==> config.mk <==
export PLATFORM = sky130hd
export DESIGN_NAME = cpu_core
export DESIGN_NICKNAME = d
export VERILOG_FILES = /design/src/design/cpu_pkg.sv /design/src/design/pipe_if.sv /design/src/design/fetch_unit.sv /design/src/design/decode_stage.sv /design/src/design/execute_stage.sv /design/src/design/mem_wb_stage.sv /design/src/design/cpu_core.sv
export SDC_FILE = /design/constraint.sdc
export NUM_CORES = 1
export LEC_CHECK = 0
export BUFFER_PORTS_ARGS = -buffer_cell sky130_fd_sc_hd__buf_2
export CAP_MARGIN = 20
export CORE_MARGIN = 2
export CORE_UTILIZATION = 45
export DETAILED_ROUTE_END_ITERATION = 10
export PLACE_DENSITY = 0.7
export SLEW_MARGIN = 30
export SYNTH_ARGS = -nofsm -noshare
export SYNTH_HDL_FRONTEND = slang
export SYNTH_SLANG_ARGS = --single-unit
==> constraint.sdc <==
create_clock -name clk -period 7.3 [get_ports clk]
set_input_delay 0.365 -clock clk [delete_from_list [all_inputs] [get_ports clk]]
set_output_delay 0.365 -clock clk [all_outputs]
set_load 0.005 [all_outputs]
==> src/design/cpu_pkg.sv <==
package cpu_pkg;

    typedef logic [15:0] word_t;
    typedef logic [1:0]  reg_idx_t;

    //////////////////////////////////////////////////
    // Instruction fields

    localparam int opcode_hi = 15;
    localparam int opcode_lo = 12;
    localparam int rs_hi     = 11;
    localparam int rs_lo     = 10;
    localparam int rt_hi     = 9;
    localparam int rt_lo     = 8;
    localparam int rd_hi     = 7;
    localparam int rd_lo     = 6;
    localparam int funct_hi  = 5;
    localparam int funct_lo  = 0;
    localparam int imm_hi    = 7;
    localparam int imm_lo    = 0;
    localparam int target_hi = 11;
    localparam int target_lo = 0;

    localparam word_t nop_word = 16'hf03f;  // RTYPE, unused funct

    //////////////////////////////////////////////////
    // Encodings

    typedef enum logic [3:0] {
        op_bne   = 4'd0,
        op_beq   = 4'd1,
        op_adi   = 4'd4,
        op_ori   = 4'd5,
        op_lhi   = 4'd6,
        op_lwd   = 4'd7,
        op_swd   = 4'd8,
        op_jmp   = 4'd9,
        op_rtype = 4'd15
    } opcode_e;

    typedef enum logic [5:0] {
        fn_add = 6'd0,
        fn_sub = 6'd1,
        fn_and = 6'd2,
        fn_orr = 6'd3,
        fn_wwd = 6'd28,
        fn_hlt = 6'd29
    } funct_e;

    typedef enum logic [2:0] {
        alu_add,
        alu_sub,
        alu_and,
        alu_or,
        alu_lhi     // Immediate into upper byte
    } alu_op_e;

endpackage

==> src/design/pipe_if.sv <==
`timescale 1ns/1ps

// Decoded instruction, ID/EX register
interface id_ex_if
    import cpu_pkg::*;
();
    logic     valid;
    alu_op_e  alu_op;
    logic     alu_src_imm;
    word_t    a;
    word_t    b;
    word_t    imm;
    reg_idx_t rs;
    reg_idx_t rt;
    reg_idx_t dest;
    logic     reg_write;
    logic     mem_read;
    logic     mem_write;
    logic     is_branch_ne;
    logic     is_branch_eq;
    logic     is_jump;
    logic     wwd;
    logic     halt;
    word_t    pc;

    modport source (
        output valid, alu_op, alu_src_imm, a, b, imm, rs, rt, dest,
        output reg_write, mem_read, mem_write, is_branch_ne, is_branch_eq,
        output is_jump, wwd, halt, pc
    );

    modport sink (
        input valid, alu_op, alu_src_imm, a, b, imm, rs, rt, dest,
        input reg_write, mem_read, mem_write, is_branch_ne, is_branch_eq,
        input is_jump, wwd, halt, pc
    );
endinterface

// Pending register write of a stage
interface result_if
    import cpu_pkg::*;
();
    logic     valid;
    logic     reg_write;
    reg_idx_t dest;
    word_t    value;
    logic     mem_read;

    modport source (output valid, reg_write, dest, value, mem_read);
    modport sink   (input valid, reg_write, dest, value, mem_read);
endinterface

==> src/design/fetch_unit.sv <==
`timescale 1ns/1ps

module fetch_unit
    import cpu_pkg::*;
(
    input  logic  clk,
    input  logic  reset_n,
    input  logic  stall,
    input  logic  redirect,
    input  logic  halt_seen,
    input  word_t redirect_pc,
    input  word_t inst_data,
    output word_t inst_addr,
    output word_t if_inst,
    output word_t if_pc,
    output logic  if_valid
);

    word_t pc;

    assign inst_addr = pc;

    always_ff @(posedge clk) begin
        if (reset_n) begin
            pc       <= '0;
            if_inst  <= nop_word;
            if_pc    <= '0;
            if_valid <= 1'b0;
        end else if (redirect) begin
            pc       <= redirect_pc;  // Taken branch or jump
            if_inst  <= nop_word;
            if_valid <= 1'b0;
        end else if (stall) begin
            pc <= pc;                 // Load-use, hold IF/ID
        end else if (halt_seen) begin
            if_inst  <= nop_word;
            if_valid <= 1'b0;
        end else begin
            pc       <= pc + 16'd1;
            if_inst  <= inst_data;
            if_pc    <= pc;
            if_valid <= 1'b1;
        end
    end

endmodule

==> src/design/decode_stage.sv <==
`timescale 1ns/1ps

module decode_stage
    import cpu_pkg::*;
(
    input  logic    clk,
    input  logic    reset_n,
    input  word_t   if_inst,
    input  word_t   if_pc,
    input  logic    if_valid,
    input  logic    flush,
    result_if.sink  mem_wb_res,
    id_ex_if.source id_ex,
    output logic    stall,
    output logic    halt_seen
);

    opcode_e  opcode;
    funct_e   funct;
    reg_idx_t rs, rt, rd;
    word_t    imm_sext, imm_zext, jump_target;
    word_t    regs [4];
    word_t    rs_val, rt_val;
    logic     wb_hit;
    logic     halt_hold;

    alu_op_e  dec_alu_op;
    reg_idx_t dec_dest;
    word_t    dec_imm;
    logic     dec_src_imm, dec_reg_write, dec_mem_read, dec_mem_write;
    logic     dec_bne, dec_beq, dec_jump, dec_wwd, dec_halt;
    logic     uses_rs, uses_rt;

    assign opcode = opcode_e'(if_inst[opcode_hi:opcode_lo]);
    assign funct  = funct_e'(if_inst[funct_hi:funct_lo]);
    assign rs     = if_inst[rs_hi:rs_lo];
    assign rt     = if_inst[rt_hi:rt_lo];
    assign rd     = if_inst[rd_hi:rd_lo];

    assign imm_sext    = {{8{if_inst[imm_hi]}}, if_inst[imm_hi:imm_lo]};
    assign imm_zext    = {8'h00, if_inst[imm_hi:imm_lo]};
    assign jump_target = {if_pc[15:12], if_inst[target_hi:target_lo]};

    //////////////////////////////////////////////////
    // Control decode

    always_comb begin
        dec_alu_op    = alu_add;
        dec_dest      = rt;
        dec_imm       = imm_sext;
        dec_src_imm   = 1'b0;
        dec_reg_write = 1'b0;
        dec_mem_read  = 1'b0;
        dec_mem_write = 1'b0;
        dec_bne       = 1'b0;
        dec_beq       = 1'b0;
        dec_jump      = 1'b0;
        dec_wwd       = 1'b0;
        dec_halt      = 1'b0;
        uses_rs       = 1'b0;
        uses_rt       = 1'b0;
        case (opcode)
            op_bne: begin
                dec_bne = 1'b1;
                uses_rs = 1'b1;
                uses_rt = 1'b1;
            end
            op_beq: begin
                dec_beq = 1'b1;
                uses_rs = 1'b1;
                uses_rt = 1'b1;
            end
            op_adi, op_lwd: begin
                dec_src_imm   = 1'b1;
                dec_reg_write = 1'b1;
                dec_mem_read  = (opcode == op_lwd);
                uses_rs       = 1'b1;
            end
            op_ori: begin
                dec_alu_op    = alu_or;
                dec_imm       = imm_zext;
                dec_src_imm   = 1'b1;
                dec_reg_write = 1'b1;
                uses_rs       = 1'b1;
            end
            op_lhi: begin
                dec_alu_op    = alu_lhi;
                dec_src_imm   = 1'b1;
                dec_reg_write = 1'b1;
            end
            op_swd: begin
                dec_src_imm   = 1'b1;
                dec_mem_write = 1'b1;
                uses_rs       = 1'b1;
                uses_rt       = 1'b1;     // Store data
            end
            op_jmp: begin
                dec_jump = 1'b1;
                dec_imm  = jump_target;
            end
            op_rtype: begin
                dec_dest = rd;
                case (funct)
                    fn_add, fn_sub, fn_and, fn_orr: begin
                        dec_reg_write = 1'b1;
                        uses_rs       = 1'b1;
                        uses_rt       = 1'b1;
                        case (funct)
                            fn_sub:  dec_alu_op = alu_sub;
                            fn_and:  dec_alu_op = alu_and;
                            fn_orr:  dec_alu_op = alu_or;
                            default: dec_alu_op = alu_add;
                        endcase
                    end
                    fn_wwd: begin
                        dec_wwd = 1'b1;
                        uses_rs = 1'b1;
                    end
                    fn_hlt:  dec_halt = 1'b1;
                    default: dec_halt = 1'b0;
                endcase
            end
            default: dec_halt = 1'b0;
        endcase
    end

    //////////////////////////////////////////////////
    // Register file, write-through from writeback

    assign wb_hit = mem_wb_res.valid && mem_wb_res.reg_write;
    assign rs_val = (wb_hit && mem_wb_res.dest == rs) ? mem_wb_res.value : regs[rs];
    assign rt_val = (wb_hit && mem_wb_res.dest == rt) ? mem_wb_res.value : regs[rt];

    always_ff @(posedge clk) begin
        if (wb_hit) begin
            regs[mem_wb_res.dest] <= mem_wb_res.value;
        end
    end

    // Load in ID/EX feeding this instruction
    assign stall = if_valid && id_ex.valid && id_ex.mem_read &&
                   ((uses_rs && id_ex.dest == rs) || (uses_rt && id_ex.dest == rt));

    assign halt_seen = halt_hold || (if_valid && dec_halt);

    always_ff @(posedge clk) begin
        if (reset_n) begin
            halt_hold <= 1'b0;
        end else if (if_valid && dec_halt && !flush) begin
            halt_hold <= 1'b1;
        end
    end

    //////////////////////////////////////////////////
    // ID/EX register

    always_ff @(posedge clk) begin
        if (reset_n || stall || flush) begin
            id_ex.valid        <= 1'b0;   // Bubble
            id_ex.reg_write    <= 1'b0;
            id_ex.mem_read     <= 1'b0;
            id_ex.mem_write    <= 1'b0;
            id_ex.is_branch_ne <= 1'b0;
            id_ex.is_branch_eq <= 1'b0;
            id_ex.is_jump      <= 1'b0;
            id_ex.wwd          <= 1'b0;
            id_ex.halt         <= 1'b0;
        end else begin
            id_ex.valid        <= if_valid;
            id_ex.reg_write    <= if_valid && dec_reg_write;
            id_ex.mem_read     <= if_valid && dec_mem_read;
            id_ex.mem_write    <= if_valid && dec_mem_write;
            id_ex.is_branch_ne <= if_valid && dec_bne;
            id_ex.is_branch_eq <= if_valid && dec_beq;
            id_ex.is_jump      <= if_valid && dec_jump;
            id_ex.wwd          <= if_valid && dec_wwd;
            id_ex.halt         <= if_valid && dec_halt;
        end
    end

    always_ff @(posedge clk) begin
        id_ex.alu_op      <= dec_alu_op;
        id_ex.alu_src_imm <= dec_src_imm;
        id_ex.a           <= rs_val;
        id_ex.b           <= rt_val;
        id_ex.imm         <= dec_imm;
        id_ex.rs          <= rs;
        id_ex.rt          <= rt;
        id_ex.dest        <= dec_dest;
        id_ex.pc          <= if_pc;
    end

endmodule

==> src/design/execute_stage.sv <==
`timescale 1ns/1ps

module execute_stage
    import cpu_pkg::*;
(
    input  logic     clk,
    input  logic     reset_n,
    id_ex_if.sink    id_ex,
    result_if.sink   mem_wb_res,
    result_if.source ex_mem_res,
    output logic     redirect,
    output word_t    redirect_pc,
    output word_t    ex_wdata,
    output logic     ex_mem_write,
    output logic     ex_wwd,
    output logic     ex_halt
);

    word_t opnd_a, opnd_b;
    word_t alu_b, alu_out;
    logic  taken;

    // Youngest pending write wins
    function automatic word_t fwd_value(input reg_idx_t src, input word_t reg_val);
        if (ex_mem_res.valid && ex_mem_res.reg_write && !ex_mem_res.mem_read &&
            ex_mem_res.dest == src) begin
            return ex_mem_res.value;
        end
        if (mem_wb_res.valid && mem_wb_res.reg_write && mem_wb_res.dest == src) begin
            return mem_wb_res.value;
        end
        return reg_val;
    endfunction

    //////////////////////////////////////////////////
    // Operands and ALU

    always_comb begin
        opnd_a = fwd_value(id_ex.rs, id_ex.a);
        opnd_b = fwd_value(id_ex.rt, id_ex.b);
    end

    assign alu_b = id_ex.alu_src_imm ? id_ex.imm : opnd_b;

    always_comb begin
        case (id_ex.alu_op)
            alu_sub: alu_out = opnd_a - alu_b;
            alu_and: alu_out = opnd_a & alu_b;
            alu_or:  alu_out = opnd_a | alu_b;
            alu_lhi: alu_out = {alu_b[7:0], 8'h00};
            default: alu_out = opnd_a + alu_b;
        endcase
    end

    //////////////////////////////////////////////////
    // Branch and jump resolution

    assign taken = (id_ex.is_branch_ne && opnd_a != opnd_b) ||
                   (id_ex.is_branch_eq && opnd_a == opnd_b);

    assign redirect    = id_ex.valid && (taken || id_ex.is_jump);
    assign redirect_pc = id_ex.is_jump ? id_ex.imm : id_ex.pc + 16'd1 + id_ex.imm;

    //////////////////////////////////////////////////
    // EX/MEM register

    always_ff @(posedge clk) begin
        if (reset_n) begin
            ex_mem_res.valid     <= 1'b0;
            ex_mem_res.reg_write <= 1'b0;
            ex_mem_res.mem_read  <= 1'b0;
            ex_mem_write         <= 1'b0;
            ex_wwd               <= 1'b0;
            ex_halt              <= 1'b0;
        end else begin
            ex_mem_res.valid     <= id_ex.valid;
            ex_mem_res.reg_write <= id_ex.reg_write;
            ex_mem_res.mem_read  <= id_ex.mem_read;
            ex_mem_write         <= id_ex.mem_write;
            ex_wwd               <= id_ex.wwd;
            ex_halt              <= id_ex.halt;
        end
    end

    always_ff @(posedge clk) begin
        ex_mem_res.dest  <= id_ex.dest;
        ex_mem_res.value <= id_ex.wwd ? opnd_a : alu_out;  // WWD carries rs
        ex_wdata         <= opnd_b;
    end

endmodule

==> src/design/mem_wb_stage.sv <==
`timescale 1ns/1ps

module mem_wb_stage
    import cpu_pkg::*;
(
    input  logic     clk,
    input  logic     reset_n,
    result_if.sink   ex_mem_res,
    input  word_t    ex_wdata,
    input  logic     ex_mem_write,
    input  logic     ex_wwd,
    input  logic     ex_halt,
    input  word_t    data_rdata,
    result_if.source mem_wb_res,
    output word_t    data_addr,
    output word_t    data_wdata,
    output logic     data_read,
    output logic     data_write,
    output word_t    num_inst,
    output word_t    output_port,
    output logic     is_halted
);

    word_t wb_value;

    // Data port straight from EX/MEM
    assign data_addr  = ex_mem_res.value;
    assign data_wdata = ex_wdata;
    assign data_read  = ex_mem_res.valid && ex_mem_res.mem_read;
    assign data_write = ex_mem_res.valid && ex_mem_write;

    assign wb_value = ex_mem_res.mem_read ? data_rdata : ex_mem_res.value;

    always_ff @(posedge clk) begin
        if (reset_n) begin
            mem_wb_res.valid     <= 1'b0;
            mem_wb_res.reg_write <= 1'b0;
            mem_wb_res.mem_read  <= 1'b0;
            num_inst             <= '0;
            output_port          <= '0;
            is_halted            <= 1'b0;
        end else begin
            mem_wb_res.valid     <= ex_mem_res.valid;
            mem_wb_res.reg_write <= ex_mem_res.reg_write;
            mem_wb_res.mem_read  <= ex_mem_res.mem_read;
            if (ex_mem_res.valid) begin
                num_inst <= num_inst + 16'd1;   // Retired count
            end
            if (ex_mem_res.valid && ex_wwd) begin
                output_port <= ex_mem_res.value;
            end
            if (ex_mem_res.valid && ex_halt) begin
                is_halted <= 1'b1;              // Sticky until reset
            end
        end
    end

    always_ff @(posedge clk) begin
        mem_wb_res.dest  <= ex_mem_res.dest;
        mem_wb_res.value <= wb_value;
    end

endmodule

==> src/design/cpu_core.sv <==
`timescale 1ns/1ps

module cpu_core
    import cpu_pkg::*;
(
    input  logic  clk,
    input  logic  reset_n,
    output word_t inst_addr,
    input  word_t inst_data,
    output word_t data_addr,
    output logic  data_read,
    output logic  data_write,
    output word_t data_wdata,
    input  word_t data_rdata,
    output word_t num_inst,
    output word_t output_port,
    output logic  is_halted
);

    word_t if_inst;
    word_t if_pc;
    logic  if_valid;
    logic  stall;
    logic  halt_seen;
    logic  redirect;
    word_t redirect_pc;
    word_t ex_wdata;
    logic  ex_mem_write;
    logic  ex_wwd;
    logic  ex_halt;

    id_ex_if  id_ex ();
    result_if ex_mem_res ();
    result_if mem_wb_res ();

    fetch_unit fetch_i (
        .clk         (clk),
        .reset_n     (reset_n),
        .stall       (stall),
        .redirect    (redirect),
        .halt_seen   (halt_seen),
        .redirect_pc (redirect_pc),
        .inst_data   (inst_data),
        .inst_addr   (inst_addr),
        .if_inst     (if_inst),
        .if_pc       (if_pc),
        .if_valid    (if_valid)
    );

    decode_stage decode_i (
        .clk        (clk),
        .reset_n    (reset_n),
        .if_inst    (if_inst),
        .if_pc      (if_pc),
        .if_valid   (if_valid),
        .flush      (redirect),
        .mem_wb_res (mem_wb_res.sink),
        .id_ex      (id_ex.source),
        .stall      (stall),
        .halt_seen  (halt_seen)
    );

    execute_stage execute_i (
        .clk          (clk),
        .reset_n      (reset_n),
        .id_ex        (id_ex.sink),
        .mem_wb_res   (mem_wb_res.sink),
        .ex_mem_res   (ex_mem_res.source),
        .redirect     (redirect),
        .redirect_pc  (redirect_pc),
        .ex_wdata     (ex_wdata),
        .ex_mem_write (ex_mem_write),
        .ex_wwd       (ex_wwd),
        .ex_halt      (ex_halt)
    );

    mem_wb_stage mem_wb_i (
        .clk          (clk),
        .reset_n      (reset_n),
        .ex_mem_res   (ex_mem_res.sink),
        .ex_wdata     (ex_wdata),
        .ex_mem_write (ex_mem_write),
        .ex_wwd       (ex_wwd),
        .ex_halt      (ex_halt),
        .data_rdata   (data_rdata),
        .mem_wb_res   (mem_wb_res.source),
        .data_addr    (data_addr),
        .data_wdata   (data_wdata),
        .data_read    (data_read),
        .data_write   (data_write),
        .num_inst     (num_inst),
        .output_port  (output_port),
        .is_halted    (is_halted)
    );

endmodule

======== Yosys cells after proc, flatten, opt, wreduce, memory -nomap -nowiden ========
Memories as Yosys holds them, arrays and structs flattened. A register that Yosys moved wholly into a read port is not among the register bits.
Index checks and enable logic that the tools add are counted.
cells by class
  reduce and logical (&&, ||, !) cells .... 48
  equal/unequal tests ..................... 27
  $add $sub $neg .......................... 6
  muxes and demuxes ....................... 46
  bitwise logic cells ..................... 5
operator list
  cell                   count
  $mux 16                16
  $pmux 16 s4            1
  $add 16x1->16 const B  3
  $add 16x16->16         2
  $pmux 16 s2            1
  $logic_and 1x1->1      28
  $mux 1                 21
  $and 16x16->16         1
  $eq 16x16->1           1
  $eq 4x3->1 const B     4
  $ne 16x16->1           1
  $or 16x16->16          1
  $sub 16x16->16         1
  $eq 2x2->1             6
  $eq 4x4->1 const B     3
  $eq 6x2->1 const B     2
  $eq 6x5->1 const B     2
  $reduce_or 5->1        2
  $pmux 3 s3             1
  $reduce_or 4->1        2
  $eq 3x2->1 const B     2
  $eq 6x1->1 const B     1
  $logic_not 6->1        1
  $logic_or 1x1->1       6
  16 further kinds       23
word-level totals
  output and inout port bits .............. 83
  memory bits (writable) .................. 64
  memories ................................ 1
  register bits ........................... 194
  logic and storage cells ................. 170
memory list
  memory         depth  width  rd ports  clocked after memory_dff  wr ports  line                source
  decode_i.regs  4      16     2         2                         1         decode_stage.sv:22  word_t regs [4];

======== Logic depth before layout (Yosys ltp) ========
Gate-level depths: netlist of the first run.
  depth after elaboration ................. 14
  gate-level depth with buffers ........... 22
  gate-level depth less buffers ........... 18

======== By module ========
A second synthesis of the first run with hierarchy kept.
second synthesis, totals
  cell total of the unflattened synthesis .. 1322
  area, all modules ....................... 13230.2 sq um
modules (own cells, without submodules)
  module         times used  area each (sq um)  cells an instance
  execute_stage  1           4710.8             607
  decode_stage   1           4235.3             239
  mem_wb_stage   1           2175.8             230
  fetch_unit     1           2108.3             246

======== Least setup slack after synthesis of the first run ========
No wires, ideal clock.
  kind .................................... reg-to-reg
  start ................................... register decode_i.id_ex.rt[1]
  end ..................................... register execute_i.ex_mem_res.value[13]
  arrival ................................. 4498 ps
  library setup time ...................... 115 ps
  period minus slack after synthesis ...... 4613 ps
  data required time ...................... 7185 ps
  slack ................................... 2687 ps
  stages on the path, launching flop included .. 18
  cells stage by stage .................... dfxtp_1 > buf_4 > buf_1 > mux4_2 > o31ai_1 > a311oi_1 > a2111oi_0 > nand4_1 > o41a_1 > xnor2_1 > ha_1 > or3_1 > or3_1 > nor3_1 > nor2_1 > xor2_1 > a311o_1 > o21a_1
on the way
  word-level cells in the longest chain between the ends .. 10
  elaborated cells on any way between the ends .. 17
  classes of those cells .................. add/sub (2); eq/ne (2); mux (9); bitwise (2); reduce/logical (2)
ends and longest elaborated chain
  item                                    line                 source
  start: declaration                      pipe_if.sv:27        output valid, alu_op, alu_src_imm, a, b, imm, rs, rt, dest,
  $eq 2x2->1                              execute_stage.sv:29  if (mem_wb_res.valid && mem_wb_res.reg_write && mem_wb_res.dest == src) begin
  $logic_and 1x1->1                       execute_stage.sv:29
  $mux 1 (2 in series)                    execute_stage.sv:29
  $mux 16                                 execute_stage.sv:32  return reg_val;
  $mux 16 (*)                             execute_stage.sv:29
  $mux 16 (*)                             execute_stage.sv:43  assign alu_b = id_ex.alu_src_imm ? id_ex.imm : opnd_b;
  $add 16x16->16 (tied with other cells)  execute_stage.sv:51  default: alu_out = opnd_a + alu_b;
  $pmux 16 s4 (*)                         execute_stage.sv:46  case (id_ex.alu_op)
  $mux 16 (*)                             execute_stage.sv:87  ex_mem_res.value <= id_ex.wwd ? opnd_a : alu_out;
  end signal: assignment                  execute_stage.sv:87
  end: declaration                        pipe_if.sv:49        modport source (output valid, reg_write, dest, value, mem_read);
Every way passes the cells marked *; elsewhere a longest branch is shown, timed or not. The select of a mux whose other input is x is not followed.
A chain may end at the register's enable or synchronous reset.

======== Worst setup path in the final report of the first run ========
  start ................................... register decode_i.id_ex.rt[0]
  end ..................................... register execute_i.ex_mem_res.value[13]
Same word-level chain as after synthesis.

==> results of run 1 <==
-- through the flow --
stage	cells	hold slack, ns
2_1_floorplan	1371	0.331
3_3_place_gp	1817	0.334
3_5_place_dp	1817	0.336
4_1_cts	1867	0.0177
5_1_grt	1867	0.0285
6_report	1867	0.0301
-- layer usage --
metal,global-route usage,wire length [um]
met1,0.329,16200
met5,0,0
met4,0.0916,1370
met2,0.386,17600
met3,0.0422,3020
-- worst max path at each step --
stage,startpoint,to
2_1_floorplan,decode_i.id_ex.rt[1]$_DFF_P_,execute_i.ex_mem_res.value[13]$_DFF_P_
3_3_place_gp,decode_i.id_ex.rt[0]$_DFF_P_,execute_i.ex_mem_res.value[13]$_DFF_P_
3_5_place_dp,decode_i.id_ex.rt[0]$_DFF_P_,execute_i.ex_mem_res.value[13]$_DFF_P_
4_1_cts,decode_i.id_ex.rt[0]$_DFF_P_,execute_i.ex_mem_res.value[13]$_DFF_P_
5_1_grt,decode_i.id_ex.rt[0]$_DFF_P_,execute_i.ex_mem_res.value[13]$_DFF_P_
6_report,decode_i.id_ex.rt[0]$_DFF_P_,execute_i.ex_mem_res.value[13]$_DFF_P_
-- report_power, final --
part,switching [W],internal [W]
Combinational,0.000265,0.000223
Clock,0.000596,0.000865
Sequential,0.000216,0.00159
-- synth_stat cells, types with 13 or more instances --
library cell / number / area share
edfxtp_1: 64 / 0.14
o31ai_1: 22 / 0.012
dfxtp_1: 194 / 0.29
o21ai_0: 66 / 0.025
nor3_1: 24 / 0.0090
nand4_1: 14 / 0.0065
xnor2_1: 42 / 0.027
nor2_1: 107 / 0.030
buf_2: 19 / 0.0071
o21a_1: 15 / 0.0084
xor2_1: 43 / 0.028
o21bai_1: 16 / 0.0090
mux2_2: 22 / 0.018
o31a_1: 20 / 0.013
inv_1: 27 / 0.0076
mux4_2: 32 / 0.054
and3_1: 18 / 0.0084
clkbuf_1: 41 / 0.011
mux2i_1: 24 / 0.018
a21oi_1: 69 / 0.026
or3_1: 14 / 0.0065
nand2_1: 168 / 0.047
nor2b_1: 13 / 0.0061
nand3_1: 54 / 0.020
ha_1: 36 / 0.034
o211ai_1: 19 / 0.011
nor4_1: 14 / 0.0065
-- final cells by class --
type | count | area (um2) | share of cell area
Inverter | 28 | 105 | 0.00692
Tap cell | 390 | 488 | 0.0321
Multi-Input combinational cell | 1010 | 7140 | 0.470
Clock buffer | 35 | 777 | 0.0511
Sequential cell | 258 | 5810 | 0.382
Clock inverter | 15 | 180 | 0.0119
Timing Repair Buffer | 131 | 693 | 0.0456
-- worst max-delay path, delay by kind of cell (launching register included) --
kind,cells,cell delay [ns]
AOI/OAI and AO/OA,6,2.32
xor gates and xnor gates,3,0.62
adders and majority gates,1,0.24
buffers and inverters,1,0.39
DFF,1,0.61
and+or+nand+nor,5,1.44
-- kinds of logic (layout without fill, tap and decap cells) --
kind of cell	count (synthesis)	in the layout
flip-flops	258	258
multiplexers	79	79
AO/OA/AOI/OAI	337	337
adder cells (fa/ha/maj)	40	40
XOR/XNOR	89	89
AND/OR/NAND/NOR	465	465
buffers and inverters	103	209
-- cells in the final DEF (no fill, tap or decap), types with 36 or more instances in the layout --
master	synthesis	layout
a21oi_1	69	68
nand3_1	54	54
xnor2_1	42	42
xor2_1	43	43
nor2_1	107	104
ha_1	36	36
dfxtp_1	194	193
nand2_1	168	168
o21ai_0	66	66
edfxtp_1	64	64
buf_2	19	116
==> impl_metrics.tcl, run 1 <==
set metrics [dict create \
    setup_slack_ns 1.58 \
    endpoint_kind "flop" \
    hold_depth 2 \
    slew_headroom 0.347 \
    synth_top_flop_cell "dfxtp_1" \
    fin_crit_sh 0.783 \
    place_ws_ns 1.67 \
    io_pins 117 \
    max_stage_delay_ns 0.83 \
    grt_max_degree 59 \
    finalHoldViolCount 0 \
    gp_congestion 0.917 \
    final_layout_size_suffix_gt1_frac 0.176 \
    num_rows 63 \
    synth-simple-area-share 0.165 \
    synth_fa_ha_area_frac 0.0381 \
    wl_um 38200 \
    rrSetupSlack_ns 1.58 \
    dpl_cell_area_mm2 0.0142 \
    worst_pin_slew_ns 0.979 \
    synth_warnings 0 \
    peakVddDrop_v 0.000192 \
    grt_pass1_vias 10241 \
    dr.first_iter.drc_count 1089 \
    dp_hpwl_um 27400 \
    cts_buffers 27 \
    seq_area_frac_synth 0.433 \
    critPathRequiredTime_ns 7.76 \
    p_per_area_mw_per_mm2 247 \
    ctsRootBufferMaster "clkbuf_16" \
    crit_type "reg2reg" \
    muxShareOfSynthArea 0.0919 \
    p_leak_nw 5.97 \
    synth_top_family_by_area "compound AO/OA/AOI/OAI gates" \
    grt_usage 0.242 \
    setup_viol 0 \
    cts-resized-gates 0 \
    clk-insertion-delay-late_ns 0.56 \
    max_freq_mhz 175 \
    skew_ns 0.0168 \
    ant_nets 0 \
    drc_errors 0 \
    slowest_stage "a2111oi_0" \
    r2r_start "decode_i.id_ex.rt[0]$_DFF_P_" \
    syn_nets 1443 \
    largest_register "decode_i.regs" \
    cts_tree "done" \
    largest_reg_flops 64 \
    rsz0062_at_grt "no" \
    fillers 2683 \
    hold_buffers 0 \
    cp_max_fo 16 \
    hold_class "in2reg" \
    die_h_um 177 \
    firstDrtPassIters 5 \
    grt_pass1_wl_um 58600 \
    cts.sinks 258 \
    crit_chain "buf_4, xor2_2, o31ai_1, a311oi_1, a2111oi_0, nand4_1, o41a_1, xnor2_1, ha_1, or3_1, or3_1, nor3_1, nor2_1, xor2_1, a311o_1, o21a_1" \
    finalCriticalPeriod_ns 5.72 \
    vias 11015 \
    vias_per_cell 5.90 \
    synth_compound_area_frac 0.174 \
    async_flop_share 0 \
    start_util 0.454 \
    postLayoutCellArea_mm2 0.0152 \
    die_area_mm2 0.0312 \
    max_cap_violations 0 \
    core_mm2 0.0295 \
    cts_buffer_depth 3 \
    overflow 0 \
    ff2ff_path_depth 16 \
    wl_per_cell_um 20.5 \
    setup_tns_ns 0 \
    finish.utilization 0.515 \
    critPathArrivalTime_ns 6.18 \
    r2r_end "execute_i.ex_mem_res.value[13]$_DFF_P_" \
    ys_ff_latch 258 \
    clkTransAtPathRegs_ns 0.07 \
    fin_nets 1528 \
    synth_xor_area_frac 0.0621 \
    antenna_found_initial 0 \
    syn_inst 1371 \
    h-tree-depth 1 \
    holdPathEnd "mem_wb_i.mem_wb_res.value[5]$_DFF_P_" \
    post_cts_buffers 0 \
    synth.distinct_cells 76 \
    cp_common_cell "or3_1" \
    cp-start-kind "flop" \
    synth_area_per_cell_um2 9.77 \
    slew_violations 0 \
    synthesis.area_mm2 0.0134 \
    port_buffers 116 \
    power.total_w 0.00376 \
    syn2layout_area_growth_pct 13.4 \
    hp-start "data_rdata[5]" \
    synth-edff-count 64 \
    status "finished, final reports clean" \
    chipWidth_um 177 \
    diodes 0 \
]
Power figures use the tool's default switching activity.
==> run 2: changes to the inputs <==
Settings changed: PLACE_DENSITY 0.7 to 0.72.
Clock period 7.3 ns to 4.8 ns, I/O delays scaled along.
==> run 2 against run 1 <==
Largest power group unchanged. Sequential share of layout area down 1.8 points. Flip-flop and latch count unchanged. Via count up 2.7%. Final cell count up 4.2%. Clock power up 53%. Largest cell class unchanged. First-iteration DRC count down 8.0%. Design area up 4.8%.
==> impl_metrics.tcl, run 2 (synthesis gave the netlist of run 1 again) <==
set metrics [dict create \
    die_area_mm2 0.0312 \
    grt_pass1_vias 10622 \
    vias 11313 \
    cts.sinks 258 \
    rrSetupSlack_ns 0.27 \
    io_pins 117 \
    antenna_found_initial 0 \
    status "finished, final reports clean" \
    final_layout_size_suffix_gt1_frac 0.205 \
    setup_viol 0 \
    fin_nets 1607 \
    slew_violations 0 \
    largest_register "decode_i.regs" \
    h-tree-depth 1 \
    vias_per_cell 5.81 \
    ff2ff_path_depth 18 \
    clk-insertion-delay-late_ns 0.55 \
    final_common_cell "dfxtp_1" \
    stdcell_count 1946 \
    rsz0062_at_grt "yes" \
    port_buffers 116 \
    start_util 0.454 \
    skew_ns 0.0156 \
    setup_tns_ns 0 \
    firstDrtPassIters 8 \
    hp-start "inst_data[14]" \
    cts_buffers 27 \
    cts_tree "done" \
    max_cap_violations 0 \
    wl_um 39200 \
    critPathRequiredTime_ns 5.24 \
    dp_hpwl_um 28700 \
    fin_crit_sh 0.944 \
    max_freq_mhz 221 \
    setup_slack_ns 0.267 \
    place_ws_ns 0.116 \
    core_mm2 0.0295 \
    dr.first_iter.drc_count 1002 \
    p_per_area_mw_per_mm2 364 \
    cp_max_fo 14 \
    r2r_end "execute_i.ex_mem_res.value[15]$_DFF_P_" \
    gp_congestion 0.962 \
    r2r_start "decode_i.id_ex.rt[0]$_DFF_P_" \
    cts_buffer_depth 3 \
    slew_headroom 0.401 \
    ant_nets 0 \
    hold_class "in2reg" \
    grt_usage 0.246 \
    multi_input_area_mm2 0.00718 \
    finalHoldViolCount 0 \
    grt_pass1_wl_um 59700 \
    ctsRootBufferMaster "clkbuf_16" \
    dp_cells 1865 \
    clkTransAtPathRegs_ns 0.06 \
    hold_depth 5 \
    chipWidth_um 177 \
    num_rows 63 \
    final_cell_mix "dfxtp_1, nand2_1, buf_2, nor2_1, a21oi_1" \
    overflow 0 \
    largest_reg_flops 64 \
    finish.utilization 0.540 \
    holdPathEnd "fetch_i.if_inst[14]$_SDFFE_PP1N_" \
    worst_pin_slew_ns 0.899 \
    drc_errors 0 \
    crit_type "reg2reg" \
    diodes 0 \
    ff_latch_area_mm2 0.00581 \
    power.total_w 0.00580 \
    wl_per_cell_um 20.1 \
    p_leak_nw 6.37 \
    endpoint_kind "flop" \
    finalCriticalPeriod_ns 4.53 \
    fillers 2613 \
    die_h_um 177 \
    peakVddDrop_v 0.000274 \
    cp-start-kind "flop" \
    syn2layout_area_growth_pct 18.9 \
    critPathArrivalTime_ns 4.98 \
    grt_max_degree 59 \
]
[run 2: timing repair]
action | 4_1_cts | 5_1_grt
resized for setup | 0 | 12
hold endpoints to repair | 27 | 0
setup buffers | 0 | 4
hold buffers | 27 | 0
endpoints found under the setup margin | 0 | 7
[run 2: per-layer routing]
layer,global-route usage,share of wire,vias to the layer above
met1,0.337,0.44,5395
met2,0.396,0.46,468
met4,0.0709,0.031,0
met3,0.0474,0.077,92
met5,0,0,-
li1,-,-,5358
[run 2: power by group]
part	internal (W)	switching, W
Clock	0.00136	0.000872
Sequential	0.00242	0.000309
Combinational	0.000394	0.000443
Total	0.00418	0.00162
[run 2: layout make-up]
| cell class | instances | area share |
|---|---|---|
| well taps | 390 | 0.0306 |
| multi-input cells | 1010 | 0.451 |
| clock inverters | 10 | 0.00927 |
| flip-flops and latches | 258 | 0.365 |
| clock buffers | 40 | 0.0519 |
| inverters | 28 | 0.00660 |
| repair buffers | 210 | 0.0858 |
[run 2: critical path: stages (launching register included)]
cell,delay (ns)
dfxtp_1,0.35
buf_12,0.19
buf_4,0.20
mux4_2,0.53
o31a_1,0.13
a211oi_2,0.29
o31a_1,0.22
buf_4,0.15
nand2_1,0.07
o41ai_1,0.46
xor2_1,0.16
ha_1,0.41
nand3_1,0.10
a21oi_1,0.26
nor3_2,0.10
o31ai_1,0.30
xnor2_1,0.13
buf_4,0.15
o311ai_2,0.21
[run 2: worst max-delay path by stage]
| stage | cells after the start | startpoint | endpoint | slack (ns) |
|---|---|---|---|---|
| after floorplan | 17 | decode_i.id_ex.rt[1]$_DFF_P_ | execute_i.ex_mem_res.value[13]$_DFF_P_ | 0.19 |
| after global placement | 17 | decode_i.id_ex.rt[1]$_DFF_P_ | execute_i.ex_mem_res.value[13]$_DFF_P_ | 0.21 |
| after detailed placement | 17 | decode_i.id_ex.rt[0]$_DFF_P_ | execute_i.ex_mem_res.value[13]$_DFF_P_ | 0.12 |
| after CTS | 19 | decode_i.id_ex.rt[0]$_DFF_P_ | execute_i.ex_mem_res.value[13]$_DFF_P_ | 0.07 |
| after global routing | 19 | decode_i.id_ex.rt[0]$_DFF_P_ | execute_i.ex_mem_res.value[11]$_DFF_P_ | -0.001 |
| final | 18 | decode_i.id_ex.rt[0]$_DFF_P_ | execute_i.ex_mem_res.value[15]$_DFF_P_ | 0.27 |
[run 2: per-stage QoR]
step / cell area, um2 / hold slack (ns)
2_1_floorplan: 13400 / 0.331
3_3_place_gp: 14600 / 0.336
3_5_place_dp: 14600 / 0.337
4_1_cts: 15800 / 0.00253
5_1_grt: 15900 / 0.0408
6_report: 15900 / 0.0210
==> run 3: changes to the inputs <==
Settings changed: PLACE_DENSITY 0.72 to 0.71.
==> run 3 against run 2 <==
Combinational power increased by 1%. Sequential share of layout area increased by 0.32 points. Highest routed layer unchanged. First-iteration DRC count down 2.8%.
==> impl_metrics.tcl, run 3 (synthesis gave the netlist of run 1 again) <==
set metrics [dict create \
    cp-start-kind "flop" \
    die_h_um 177 \
    setup_slack_ns 0.276 \
    rsz0062_at_grt "no" \
    finalCriticalPeriod_ns 4.52 \
    cts_tree "done" \
    fin_nets 1607 \
    rrSetupSlack_ns 0.28 \
    ff_latch_area_mm2 0.00581 \
    slew_violations 0 \
    holdWs_ns 0.0140 \
    cts_buffer_depth 3 \
    max_cap_violations 0 \
    status "finished, final reports clean" \
    hold_class "in2reg" \
    critPathRequiredTime_ns 5.25 \
    ff2ff_path_depth 18 \
    wl_per_cell_um 20.0 \
    clkTransAtPathRegs_ns 0.07 \
    worst_pin_slew_ns 0.937 \
    critPathArrivalTime_ns 4.97 \
    die_area_mm2 0.0312 \
    p_comb_frac 0.153 \
    grt_pass1_vias 10630 \
    p_clk_frac 0.354 \
    final_common_cell "dfxtp_1" \
    critPathLaunch "decode_i.id_ex.rt[0]$_DFF_P_" \
    final_cell_mix "dfxtp_1, nand2_1, buf_2, nor2_1, a21oi_1" \
    grt_pass1_wl_um 59400 \
    chipWidth_um 177 \
    hold_depth 5 \
    setup_viol 0 \
    internal_power_w 0.00393 \
    power.total_w 0.00553 \
    num_rows 63 \
    fin_crit_sh 0.943 \
    holdPathEnd "fetch_i.if_inst[2]$_SDFFE_PP1N_" \
    peakVddDrop_v 0.000337 \
    cts_buffers 27 \
    p_leak_nw 6.31 \
    overflow 0 \
    slew_headroom 0.374 \
    vias_per_cell 5.82 \
    r2r_end "execute_i.ex_mem_res.value[13]$_DFF_P_" \
    largest_reg_flops 64 \
    max_freq_mhz 221 \
    cp_max_fo 13 \
    port_buffers 116 \
    gp_congestion 0.939 \
    largest_register "decode_i.regs" \
    netSwitchingFraction 0.290 \
    r2r_start "decode_i.id_ex.rt[0]$_DFF_P_" \
    syn2layout_area_growth_pct 17.9 \
    setup_tns_ns 0 \
    skew_ns 0.00919 \
    p_per_area_mw_per_mm2 350 \
    grt_usage 0.244 \
    hp-start "inst_data[2]" \
    start_util 0.454 \
    drc_errors 0 \
    diodes 0 \
    fillers 2651 \
    clk-insertion-delay-late_ns 0.55 \
    final_layout_size_suffix_gt1_frac 0.203 \
    dr.first_iter.drc_count 974 \
    cts.sinks 258 \
    ant_nets 0 \
    multi_input_area_mm2 0.00719 \
    finalHoldViolCount 0 \
    grt_max_degree 59 \
    ctsRootBufferMaster "clkbuf_16" \
    place_ws_ns 0.171 \
    h-tree-depth 1 \
    endpoint_kind "flop" \
    wl_um 38800 \
    crit_type "reg2reg" \
    p_switching_w 0.00161 \
    core_mm2 0.0295 \
    dp_hpwl_um 28500 \
    pwr-share-seq 0.493 \
    vias 11301 \
    antenna_found_initial 0 \
    firstDrtPassIters 5 \
    io_pins 117 \
]
run 3: changes by cell type in the layout (fill, tap and decap cells not counted), moves of 2 or more:
cell	before	now
o31ai_2	3	1
clkbuf_8	8	4
clkinv_4	0	2
dfxtp_2	1	4
bufinv_16	3	0
o31ai_1	19	21
dfxtp_1	193	190
clkbuf_1	3	7
run 3: worst max path at each step:
stage,depth (start not counted),end,slack [ns]
3_3_place_gp,17,execute_i.ex_mem_res.value[13]$_DFF_P_,0.19
3_5_place_dp,18,execute_i.ex_mem_res.value[13]$_DFF_P_,0.17
6_report,18,execute_i.ex_mem_res.value[13]$_DFF_P_,0.28
2_1_floorplan,17,execute_i.ex_mem_res.value[13]$_DFF_P_,0.19
4_1_cts,17,execute_i.ex_mem_res.value[13]$_DFF_P_,0.15
5_1_grt,20,execute_i.ex_mem_res.value[10]$_DFF_P_,0.02
run 3: stage by stage:
| stage | std cells | cell area [um2] | utilization |
|---|---|---|---|
| 4_1_cts | 1934 | 15700 | 0.531 |
| 3_5_place_dp | 1860 | 14600 | 0.494 |
| 2_1_floorplan | 1371 | 13400 | - |
| 6_report | 1943 | 15800 | 0.536 |
| 3_3_place_gp | 1860 | 14600 | 0.494 |
| 5_1_grt | 1943 | 15800 | 0.536 |
run 3: timing repair:
item	4_1_cts	5_1_grt
buffers inserted	0	9
resized for setup	0	17
hold endpoints to repair	27	0
endpoints found under the setup margin	0	7
hold buffers	27	0
run 3: layer usage:
metal / share of wire / wire, um / track usage / vias up
li1: - / - / - / 5362
met1: 0.42 / 16400 / 0.323 / 5355
met2: 0.46 / 17900 / 0.395 / 490
met3: 0.081 / 3150 / 0.0497 / 94
met4: 0.036 / 1380 / 0.0906 / 0
met5: 0 / 0 / 0 / -
run 3: power by group through the flow:
stage	clock, W	combinational [W]	sequential (W)
global placement	0	0.000787	0.00276
CTS	0.00200	0.000821	0.00272
detailed placement	0	0.000797	0.00276
finish	0.00196	0.000848	0.00273
floorplan	0	0.000532	0.00261
global route	0.00207	0.000924	0.00274
run 3: worst max-delay path, cell delays in order, from the launching register on:
cell and delay (ns):
dfxtp_1 0.35, buf_12 0.18, buf_4 0.18, mux4_2 0.52, o31a_1 0.14, a211oi_2 0.26, o31ai_1 0.16, or4_4 0.47
and2_1 0.19, nor2_1 0.17, xnor2_1 0.10, ha_1 0.21, or3_1 0.35, or3_1 0.33, nor3_2 0.14, nor2_1 0.08
xor2_1 0.14, a311o_1 0.35, o21a_1 0.10
run 3: cell type report:
class | count | area share
clock buffers | 38 | 0.0479
clock inverters | 9 | 0.00475
inverters | 28 | 0.00665
multi-input cells | 1010 | 0.455
flip-flops and latches | 258 | 0.368
well taps | 390 | 0.0309
repair buffers | 210 | 0.0865
